--- src/common/abr_sampler_cfg.svh ---
/*
 * abr sampler configuration
 * geometry of the shift buffer, candidate slicing, rejection bound
 * and the number of coefficients collected per run
 */

`ifndef ABR_SAMPLER_CFG_SVH
`define ABR_SAMPLER_CFG_SVH

// shift buffer geometry
`define ABR_PISO_BUFFER_W    1344
`define ABR_PISO_INPUT_RATE  1088
`define ABR_PISO_OUTPUT_RATE 80

// candidate slicing of one output word
`define ABR_CAND_W           20
`define ABR_CAND_PER_WORD    4

// candidates below this bound are accepted
`define ABR_REJ_Q            786433

// accepted coefficients per run
`define ABR_NUM_COEFF        256

`endif

--- src/common/abr_data_pkg.sv ---
/*
 * abr data types
 * vector typedefs for the datapath of the coefficient sampler
 */

`include "abr_sampler_cfg.svh"

package abr_data_pkg;

  // one full sponge rate block from the hash engine
  typedef logic [`ABR_PISO_INPUT_RATE-1:0] blk_t;

  // one word leaving the shift buffer
  typedef logic [`ABR_PISO_OUTPUT_RATE-1:0] word_t;

  // candidate before the bound check, coefficient after it
  typedef logic [`ABR_CAND_W-1:0] cand_t;
  typedef logic [`ABR_CAND_W-1:0] coeff_t;

  // position of a coefficient within a run
  typedef logic [$clog2(`ABR_NUM_COEFF)-1:0] coeff_idx_t;

endpackage

--- src/hdl/abr_rej_sampler.sv ---
/*
 * abr_rej_sampler
 * rejection sampler, splits each buffer word into candidates and
 * checks one per cycle against the modulus
 * accepted candidates leave as a one cycle coefficient strobe
 */

`timescale 1ns/1ps

`include "abr_sampler_cfg.svh"

module abr_rej_sampler (
  input  logic                 clk,
  input  logic                 rst_b,
  input  logic                 zeroize_i,
  input  logic                 run_i,
  // word link from the buffer
  input  logic                 word_valid_i,
  output logic                 word_hold_o,
  input  abr_data_pkg::word_t  word_data_i,
  // coefficient strobe
  output logic                 coeff_valid_o,
  output abr_data_pkg::coeff_t coeff_o
);

  localparam int CAND_W  = `ABR_CAND_W;
  localparam int LEFT_W  = $clog2(`ABR_CAND_PER_WORD + 1);

  localparam logic [LEFT_W-1:0]  ALL_CANDS = LEFT_W'(`ABR_CAND_PER_WORD);
  localparam abr_data_pkg::cand_t REJ_Q    = abr_data_pkg::cand_t'(`ABR_REJ_Q);

  // word under evaluation, current candidate always in the low bits
  abr_data_pkg::word_t word_q;
  logic [LEFT_W-1:0]   cand_left;
  abr_data_pkg::cand_t cand;
  logic                word_load;
  logic                cand_eval;
  logic                cand_ok;

  // next word may load on the edge that ends the last candidate
  assign word_hold_o = ~run_i | (cand_left > LEFT_W'(1));
  assign word_load   = word_valid_i & ~word_hold_o;

  // evaluation pauses while run is low
  assign cand_eval = run_i & (cand_left != '0);

  assign cand    = word_q[CAND_W-1:0];
  assign cand_ok = cand < REJ_Q;

  // strobe in the cycle of evaluation
  assign coeff_valid_o = cand_eval & cand_ok;
  assign coeff_o       = cand;

  // candidate counter
  always_ff @(posedge clk or negedge rst_b) begin
    if (!rst_b) begin
      cand_left <= '0;
    end else if (zeroize_i) begin
      cand_left <= '0;
    end else if (word_load) begin
      cand_left <= ALL_CANDS;
    end else if (cand_eval) begin
      cand_left <= cand_left - LEFT_W'(1);
    end
  end

  // word payload, shifted one candidate per evaluation
  always_ff @(posedge clk) begin
    if (word_load) begin
      word_q <= word_data_i;
    end else if (cand_eval) begin
      word_q <= word_q >> CAND_W;
    end
  end

  // accepted values are in range and only appear during a run
  a_coeff_below_q : assert property (@(posedge clk) disable iff (!rst_b)
    coeff_valid_o |-> (coeff_o < REJ_Q) && run_i);

endmodule

--- config.mk ---
export PLATFORM = sky130hd
export DESIGN_NAME = abr_rej_sampler
export DESIGN_NICKNAME = d
export VERILOG_FILES = /design/src/common/abr_data_pkg.sv /design/src/hdl/abr_rej_sampler.sv
export VERILOG_INCLUDE_DIRS = /design/src /design/src/common
export SDC_FILE = /design/constraint.sdc
export NUM_CORES = 1
export LEC_CHECK = 0
export BUFFER_PORTS_ARGS = -buffer_cell sky130_fd_sc_hd__buf_2
export CAP_MARGIN = 30
export CORE_MARGIN = 5
export CORE_UTILIZATION = 47
export CTS_CLUSTER_SIZE = 24
export DETAILED_ROUTE_END_ITERATION = 10
export HOLD_SLACK_MARGIN = 0.1
export PLACE_DENSITY = 0.87
export SYNTH_ARGS = -nofsm -noshare
export SYNTH_HDL_FRONTEND = slang
export SYNTH_SLANG_ARGS = --single-unit
--- constraint.sdc ---
create_clock -name clk -period 3.5 [get_ports clk]
set_input_delay 0.175 -clock clk [delete_from_list [all_inputs] [get_ports clk]]
set_output_delay 0.175 -clock clk [all_outputs]
set_load 0.01 [all_outputs]
==> metrics.txt <==
Cell variety after synth 28; 1st-pass router iterations 4; WS Path Type flip-flop to flip-flop; gr usage total 13.6%; Avg Cell Area, Syn 17.7 um^2; Critical Path Sink word_q[0]$_DFFE_PP_; Seq/Total Area, Yosys 62.9%; root buffer cell clkbuf_8; # diodes 0; mean routed wirelength per cell 15.0 um; Overflow after GRT 0; Post-CTS Resized 0; Least-Margin Pin Slew 0.520 ns; CTS Sinks 83; RSZ-0062 raised after global routing false; worst skew pair latency 0.34 ns; largest net degree at the start of global routing 81; CP Max Fanout 53; commonest non-fill, non-tap cell in the layout buf_2; most frequent cells in the layout 106 x buf_2, 80 x edfxtp_1, 58 x mux2_4; status finished clean; VDD IR-drop max 0.244 mV; final hold vios 0; Sw Share 23.5%; worst clock skew 0.00447 ns; Leak 2.11 nW; fin nets 418; Critical Path End Type flip-flop; area growth from synthesis to layout 22.7%; CTS buffer count 9; # Max-Cap Violations 0; Final period util 63.2%; power per cell area 621 nW/um^2; Iteration-0 DRC Markers 41; R2R cell count 5; fmax 0.452 GHz; routed wire length 6600 um; max-slew violation count 0; clock slew at the register clock pins of the worst setup and hold paths 0.07 ns; Clock Tree Buf Depth 2; PortBufs 106; Int Pwr 2.30 mW; Core ar. 8180 um^2; final worst path period need 2.21 ns; area of the mapped netlist 3940 um^2; Data arrival, critical path 2.30 ns; die area 10,300 um^2; register bit count reported by yosys 83; Comb pwr share 23.9%; Switch Pwr 0.705 mW; Worst slew margin 65.2%; ratio of routed vias to standard cells 4.70; Design Power 3.00 mW; Die H 102 um; routability cong. 0.673; sequential fraction of design power 49.9%; Hold Crit Class input pin to flip-flop; Post-Synthesis Cells 222; YS warnings 0; Synth area leaders edfxtp_1 61%, mux2_4 22%, buf_4 3.8%, and2_1 3.2%, dfrtp_1 1.9%; Detail Route Antenna Nets 0; estimated wirelength of the detail-placed design 5030 um; initial antenna violation count 0; first-pass GRT wire length 10,500 um; post-synth net total 310; Max H-tree Level 3; die width 102 um; # fillers 651; Synth area leader edfxtp_1; crit path from cand_left[1]$_DFFE_PN0P_; vias in the first global route 2,137; Setup violations, final 0; Setup crit start kind flip-flop; Initial Util 48.2%; via count 2,070; RR Endpoint word_q[0]$_DFFE_PP_; CP required 3.59 ns; prevailing post-synth register cell edfxtp_1; CTS tree yes; Reg2Reg Launch Point cand_left[1]$_DFFE_PN0P_; cell row count 33; io pins 107; setup tns final 0 ns; layout cells sized above 1 54.9%; drt drc 0; Yosys top cell area share 61.0%; asr flop ratio synth 3.61%; EDFF count, synth 80; proportion of power drawn by the clock network 26.2%; worst reg2reg setup slack 1.29 ns
-- kinds of logic (layout without fill, tap and decap cells) --
kind of cell	Yosys count	count (layout)	synth area share [%]
AND/OR/NAND/NOR	37	37	5.50
AO/OA/AOI/OAI	8	8	1.81
adder cells (fa/ha/maj)	3	3	0.953
flip-flops	83	83	62.9
buffers and inverters	30	143	5.91
multiplexers	61	61	22.9
-- flip-flops by register name, summed over array words and instances (netlist names) --
| register | cells |
|---|---|
| word_q | 80 |
| cand_left | 3 |
-- cells in the mapped netlist (all sizes together) (2+ instances only) --
cell	count
and2	21
buf	26
clkbuf	2
dfrtp	3
edfxtp	80
ha	3
inv	2
mux2	60
nand2	3
nand3	2
nor2	3
nor4	4
-- stage by stage --
stage               utilization [%]  setup WS (ns)  instance area (um^2)  hold WS (ns)  std cells
floorplan                         -          0.224                  3940        -0.121        222
global placement               53.9           1.25                  4400       -0.0235        406
detailed placement             53.9           1.18                  4400       -0.0215        406
CTS                            58.4           1.17                  4780         0.100        436
global route                   59.1           1.18                  4830         0.103        440
finish                         59.1           1.29                  4830         0.121        440
-- layer usage --
metal | track usage [%] | wire length, um | vias up
met4 | 6.44 | 98 | 0
li1 | - | - | 1029
met1 | 16.1 | 2540 | 961
met3 | 4.13 | 491 | 7
met5 | 0 | 0 | -
met2 | 22.8 | 3470 | 73
-- power by group through the flow --
stage / clock network [mW] / logic [mW] / registers (mW)
final: 0.787 / 0.717 / 1.50
after global routing: 0.853 / 0.785 / 1.52
after CTS: 0.806 / 0.705 / 1.51
after detailed placement: 0 / 0.693 / 1.53
after global placement: 0 / 0.673 / 1.52
after floorplan: 0 / 0.593 / 1.52
-- area by class of cell --
type / count / area, um^2 / area share, %
Clock buffer: 11 / 131 / 2.72
Inverter: 2 / 7.51 / 0.155
Clock inverter: 5 / 101 / 2.10
Multi-Input combinational cell: 109 / 1240 / 25.6
Sequential cell: 83 / 2480 / 51.3
Tap cell: 105 / 131 / 2.72
Timing Repair Buffer: 125 / 748 / 15.5
-- repair_timing --
action	4_1_cts	5_1_grt
buffers inserted	0	0
hold endpoints to repair	18	3
hold buffers	14	3
-- critical path, stage by stage (launching register included) --
cell and delay (ns):
dfrtp_1 0.35, inv_1 0.08, ha_1 0.24, o211ai_4 0.48
buf_12 0.41, mux2_2 0.39
-- worst min path at each step --
| stage | from | end | slack [ns] | cells past startpoint |
|---|---|---|---|---|
| after global routing | word_data_i[46] | word_q[46]$_DFFE_PP_ | 0.10 | 2 |
| after detailed placement | rst_b | cand_left[0]$_DFFE_PN0P_ | -0.02 | 1 |
| after global placement | rst_b | cand_left[0]$_DFFE_PN0P_ | -0.02 | 1 |
| after CTS | word_data_i[68] | word_q[68]$_SDFFCE_PN0P_ | 0.10 | 2 |
| final | word_data_i[67] | word_q[67]$_SDFFCE_PN0P_ | 0.12 | 2 |
| after floorplan | rst_b | cand_left[0]$_DFFE_PN0P_ | -0.12 | 0 |
(Power assumes the default switching activity.)
