--- src/common/abr_sampler_cfg.svh ---
/*
 * abr sampler configuration
 * geometry of the shift buffer, candidate slicing, rejection bound
 * and the number of coefficients collected per run
 */

`ifndef ABR_SAMPLER_CFG_SVH
`define ABR_SAMPLER_CFG_SVH

// shift buffer geometry
`define ABR_PISO_BUFFER_W    1344
`define ABR_PISO_INPUT_RATE  1088
`define ABR_PISO_OUTPUT_RATE 80

// candidate slicing of one output word
`define ABR_CAND_W           20
`define ABR_CAND_PER_WORD    4

// candidates below this bound are accepted
`define ABR_REJ_Q            786433

// accepted coefficients per run
`define ABR_NUM_COEFF        256

`endif

--- src/common/abr_ctrl_pkg.sv ---
/*
 * abr control types
 * state encoding of the sampler run controller
 */

package abr_ctrl_pkg;

  // idle waits for start, run collects coefficients
  typedef enum logic {
    IDLE = 1'b0,
    RUN  = 1'b1
  } ctrl_state_e;

endpackage

--- src/common/abr_data_pkg.sv ---
/*
 * abr data types
 * vector typedefs for the datapath of the coefficient sampler
 */

`include "abr_sampler_cfg.svh"

package abr_data_pkg;

  // one full sponge rate block from the hash engine
  typedef logic [`ABR_PISO_INPUT_RATE-1:0] blk_t;

  // one word leaving the shift buffer
  typedef logic [`ABR_PISO_OUTPUT_RATE-1:0] word_t;

  // candidate before the bound check, coefficient after it
  typedef logic [`ABR_CAND_W-1:0] cand_t;
  typedef logic [`ABR_CAND_W-1:0] coeff_t;

  // position of a coefficient within a run
  typedef logic [$clog2(`ABR_NUM_COEFF)-1:0] coeff_idx_t;

endpackage

--- src/hdl/abr_sampler_ctrl.sv ---
/*
 * abr_sampler_ctrl
 * run controller, starts a run on a start pulse, counts accepted
 * coefficients and ends the run after the last one
 * done and zeroize follow the end of a run by one cycle
 */

`timescale 1ns/1ps

`include "abr_sampler_cfg.svh"

module abr_sampler_ctrl (
  input  logic                     clk,
  input  logic                     rst_b,
  input  logic                     start_i,
  input  logic                     coeff_valid_i,
  output logic                     run_o,
  output logic                     zeroize_o,
  output logic                     done_o,
  output abr_data_pkg::coeff_idx_t coeff_idx_o
);

  localparam abr_data_pkg::coeff_idx_t LAST_IDX =
    abr_data_pkg::coeff_idx_t'(`ABR_NUM_COEFF - 1);

  abr_ctrl_pkg::ctrl_state_e state_q;
  abr_ctrl_pkg::ctrl_state_e state_d;
  abr_data_pkg::coeff_idx_t  cnt_q;
  logic                      run_q;
  logic                      done_q;
  logic                      last_accept;

  // final coefficient of the run
  assign last_accept = (state_q == abr_ctrl_pkg::RUN) & coeff_valid_i & (cnt_q == LAST_IDX);

  always_comb begin
    state_d = state_q;
    case (state_q)
      abr_ctrl_pkg::IDLE: begin
        if (start_i) begin
          state_d = abr_ctrl_pkg::RUN;
        end
      end
      abr_ctrl_pkg::RUN: begin
        // start is not looked at here
        if (last_accept) begin
          state_d = abr_ctrl_pkg::IDLE;
        end
      end
      default: state_d = abr_ctrl_pkg::IDLE;
    endcase
  end

  always_ff @(posedge clk or negedge rst_b) begin
    if (!rst_b) begin
      state_q <= abr_ctrl_pkg::IDLE;
      cnt_q   <= '0;
      run_q   <= 1'b0;
      done_q  <= 1'b0;
    end else begin
      state_q <= state_d;
      // run drops on the same edge as the state
      run_q   <= (state_d == abr_ctrl_pkg::RUN);
      done_q  <= last_accept;
      if (state_q == abr_ctrl_pkg::IDLE && start_i) begin
        cnt_q <= '0;
      end else if (state_q == abr_ctrl_pkg::RUN && coeff_valid_i) begin
        cnt_q <= cnt_q + 1'b1;
      end
    end
  end

  assign run_o       = run_q;
  // one register feeds done and zeroize
  assign done_o      = done_q;
  assign zeroize_o   = done_q;
  // index of the coefficient in flight, before increment
  assign coeff_idx_o = cnt_q;

  // single cycle done pulse
  a_done_pulse : assert property (@(posedge clk) disable iff (!rst_b)
    done_o |=> !done_o);

  // start during a run neither restarts nor clears the count
  a_start_ignored : assert property (@(posedge clk) disable iff (!rst_b)
    (state_q == abr_ctrl_pkg::RUN) && start_i && !coeff_valid_i |=>
      (state_q == abr_ctrl_pkg::RUN) && (cnt_q == $past(cnt_q)));

endmodule

--- config.mk ---
export PLATFORM = sky130hd
export DESIGN_NAME = abr_sampler_ctrl
export DESIGN_NICKNAME = d
export VERILOG_FILES = /design/src/common/abr_ctrl_pkg.sv /design/src/common/abr_data_pkg.sv /design/src/hdl/abr_sampler_ctrl.sv
export VERILOG_INCLUDE_DIRS = /design/src /design/src/common
export SDC_FILE = /design/constraint.sdc
export NUM_CORES = 1
export LEC_CHECK = 0
export BUFFER_PORTS_ARGS = -buffer_cell sky130_fd_sc_hd__buf_4
export CORE_AREA = 5 5 42 44
export DETAILED_ROUTE_END_ITERATION = 10
export DIE_AREA = 0 0 47 49
export HOLD_SLACK_MARGIN = 0.08
export PLACE_DENSITY = 0.69
export SLEW_MARGIN = 20
export SYNTH_ARGS = -nofsm -noshare
export SYNTH_HDL_FRONTEND = slang
export SYNTH_SLANG_ARGS = --single-unit
--- constraint.sdc ---
create_clock -name clk -period 1.67 [get_ports clk]
set_input_delay 0.0835 -clock clk [delete_from_list [all_inputs] [get_ports clk]]
set_output_delay 0.0835 -clock clk [all_outputs]
set_load 0.05 [all_outputs]
==> summary.md <==
| Metric | Value |
|---|---|
| Prevailing post-synth register cell | `dfrtp_1` |
| Hold-fix buffers, CTS | `1` |
| Post-CTS setup buffers | `0` |
| Final instance area | `637 um2` |
| Setup_tns | `0 ns` |
| Final worst path period share | `0.820` |
| Worst path arrival time | `1.52 ns` |
| Site row count | `14` |
| Post-CTS Resized | `0` |
| Pre-antenna DRT Iters | `4` |
| Ys async rst share | `1.00` |
| Max Clock Skew | `0.00125 ns` |
| Req. time, crit path | `1.82 ns` |
| Count of flip-flops with a built-in enable after synthesis | `0` |
| Slew Viols, Final | `0` |
| GR Overflow Total | `0` |
| Tot Pwr | `1.15 mW` |
| Clk root buf | `clkbuf_4` |
| Final Util | `0.454` |
| Post-synthesis sequential area ratio | `0.509` |
| RSZ-0062 raised after global routing | `false` |
| CP max stage delay | `0.48 ns` |
| Post-route minimum period | `1.37 ns` |
| Vert. Die Dim | `49 um` |
| Peak VDD IR | `0.698 mV` |
| Non-Filler Instances | `78` |
| Syn Area/Cell | `10.7 um2` |
| First-pass GRT wire length | `1.69 mm` |
| Compound-Gate Fraction of Synth Area | `0.130` |
| Fill count | `142` |
| Clock Latency Late Sink | `0.26 ns` |
| Synth Register Bits | `10` |
| TritonCTS buffer count | `3` |
| Most frequent cells in the layout | `buf_4, dfrtp_1` |
| CTS tree | `yes` |
| DRT iter0 DRCs | `4` |
| Multi-input combinational cell area | `218 um2` |
| Slowest CP cell | `dfrtp_1` |
| Synth Area in Adders | `0.0254` |
| Relative slew slack | `0.812` |
| # diodes | `0` |
| Tot GR Track Use | `0.104` |
| Commonest non-fill, non-tap cell in the layout | `buf_4` |
| Vias per inst | `5.14` |
| DR WL met3 | `86 um` |
| WL met1 | `428 um` |
| Vias post-DR | `401` |
| Slew @ Worst Pin | `0.282 ns` |
| Sink Count | `10` |
| Mux contribution to synthesized area | `0.0636` |
| Core Region | `1400 um2` |
| Share of layout cells above drive strength 1 | `0.306` |
| Die W | `47 um` |
| CTS H-tree lvls | `1` |
| Die Area | `2300 um2` |
| Final setup fails | `0` |
| WL/cell | `12.9 um` |
| Power Dens Cells | `1800 nW/um2` |
| Syn_nets | `51` |
| Place WS | `0.320 ns` |
| P_leak | `0.314 nW` |
| Worst min path class | `in -> reg` |
| I/O Buffers | `14` |
| Synth warn | `0` |
| Met2 WL | `457 um` |
| Layout net count | `69` |
| Fmax | `730 MHz` |
| CTS Buffer Depth | `2` |
| Run status | `finished, final reports clean` |
| Library cells used by synthesis | `25` |
| I/O pin count | `15` |
| Post-Route WL | `1.00 mm` |
| Largest net degree at the start of global routing | `11` |
| Critical path peak fanout | `9` |
| Initial Util | `0.351` |
| Vias in the first global route | `371` |
| Min Hold Slack | `0.122 ns` |
| Largest family of logic cells by synthesized area | `simple AND/OR/NAND/NOR gates` |
| Post-Place Cell Area | `604 um2` |
| Crit path kind | `reg -> reg` |
| Final Hold Fails | `0` |
| Clock slew at reported path FFs | `0.06 ns` |
| Register Area | `250 um2` |
| Synth Area in XOR/XNOR | `0.0356` |
| Cells after synthesis | `46` |
| Detail Route Antenna Nets | `0` |
| CP endpoint kind | `flip-flop` |
| Top layer in use | `met4` |
| Routability-driven placement congestion ratio | `0.704` |
| Cells along the critical path | `and4_4, or3b_1, mux2i_1` |
| Dpl hpwl | `755 um` |
| Initial antenna violation count | `0` |
| Syn Std Cell Area | `492 um2` |
| Final WS setup | `0.301 ns` |
| Placed cell count | `74` |
| CP startpoint kind | `flip-flop` |
| Max Cap Viol | `0` |
| DRC Markers | `0` |
| Synth Area in Simple Gates | `0.188` |
| Layout area overhead | `29.5%` |
-- power breakdown --
group | switching (mW) | internal, mW
Sequential | 0.0993 | 0.313
Clock | 0.0753 | 0.0829
Combinational | 0.366 | 0.211
-- cell families (layout without fill, tap and decap cells) --
family,count (synthesis),in the layout
AOI/OAI and AO/OA,9,9
xor gates and xnor gates,2,2
adders and majority gates,1,1
buffers and inverters,5,21
DFF,10,10
muxes,3,3
and+or+nand+nor,16,16
-- worst paths after layout --
check,start,end,slack [ns],cells after the start
worst max-delay path,run_o$_DFF_PN0_,coeff_idx_o[7]$_DFFE_PN0P_,0.30,3
worst min-delay path,start_i,run_o$_DFF_PN0_,0.12,3
worst max register to register,run_o$_DFF_PN0_,coeff_idx_o[7]$_DFFE_PN0P_,0.30,3
worst min register to register,coeff_idx_o[7]$_DFFE_PN0P_,coeff_idx_o[7]$_DFFE_PN0P_,0.50,1
max in group asynchronous,rst_b,coeff_idx_o[0]$_DFFE_PN0P_,1.35,2
min in group asynchronous,rst_b,coeff_idx_o[6]$_DFFE_PN0P_,0.19,2
-- routing by layer --
metal	vias up	global-route usage
met3	5	0.0369
met1	184	0.140
met2	14	0.133
met5	-	0
li1	198	-
met4	0	0.0691
-- cells in the mapped netlist, types with 2 or more instances --
cell type	n	area, um2
dfrtp_1	10	250
mux2i_1	2	20.0
nand3_1	2	10.0
a21oi_1	2	10.0
inv_1	3	11.3
nand2_1	3	11.3
nand4_1	3	18.8
a22o_1	3	26.3
nor2_1	2	7.51
-- critical path: cells and delay by family (launching register included) --
family	cells	cell delay [ns]
muxes	1	0.12
and+or+nand+nor	2	0.66
DFF	1	0.48
-- state kept, by name, summed over array words and instances, names as in the netlist --
register	cells
run_o	1
coeff_idx_o	8
done_o	1
-- cell type report --
class	count	area share
tap	16	0.0314
multi-input combinational	31	0.342
inverter	3	0.0177
clock buffer	3	0.0354
timing repair buffer	15	0.181
sequential	10	0.393
Note: power is estimated with default switching activity, not from simulation.
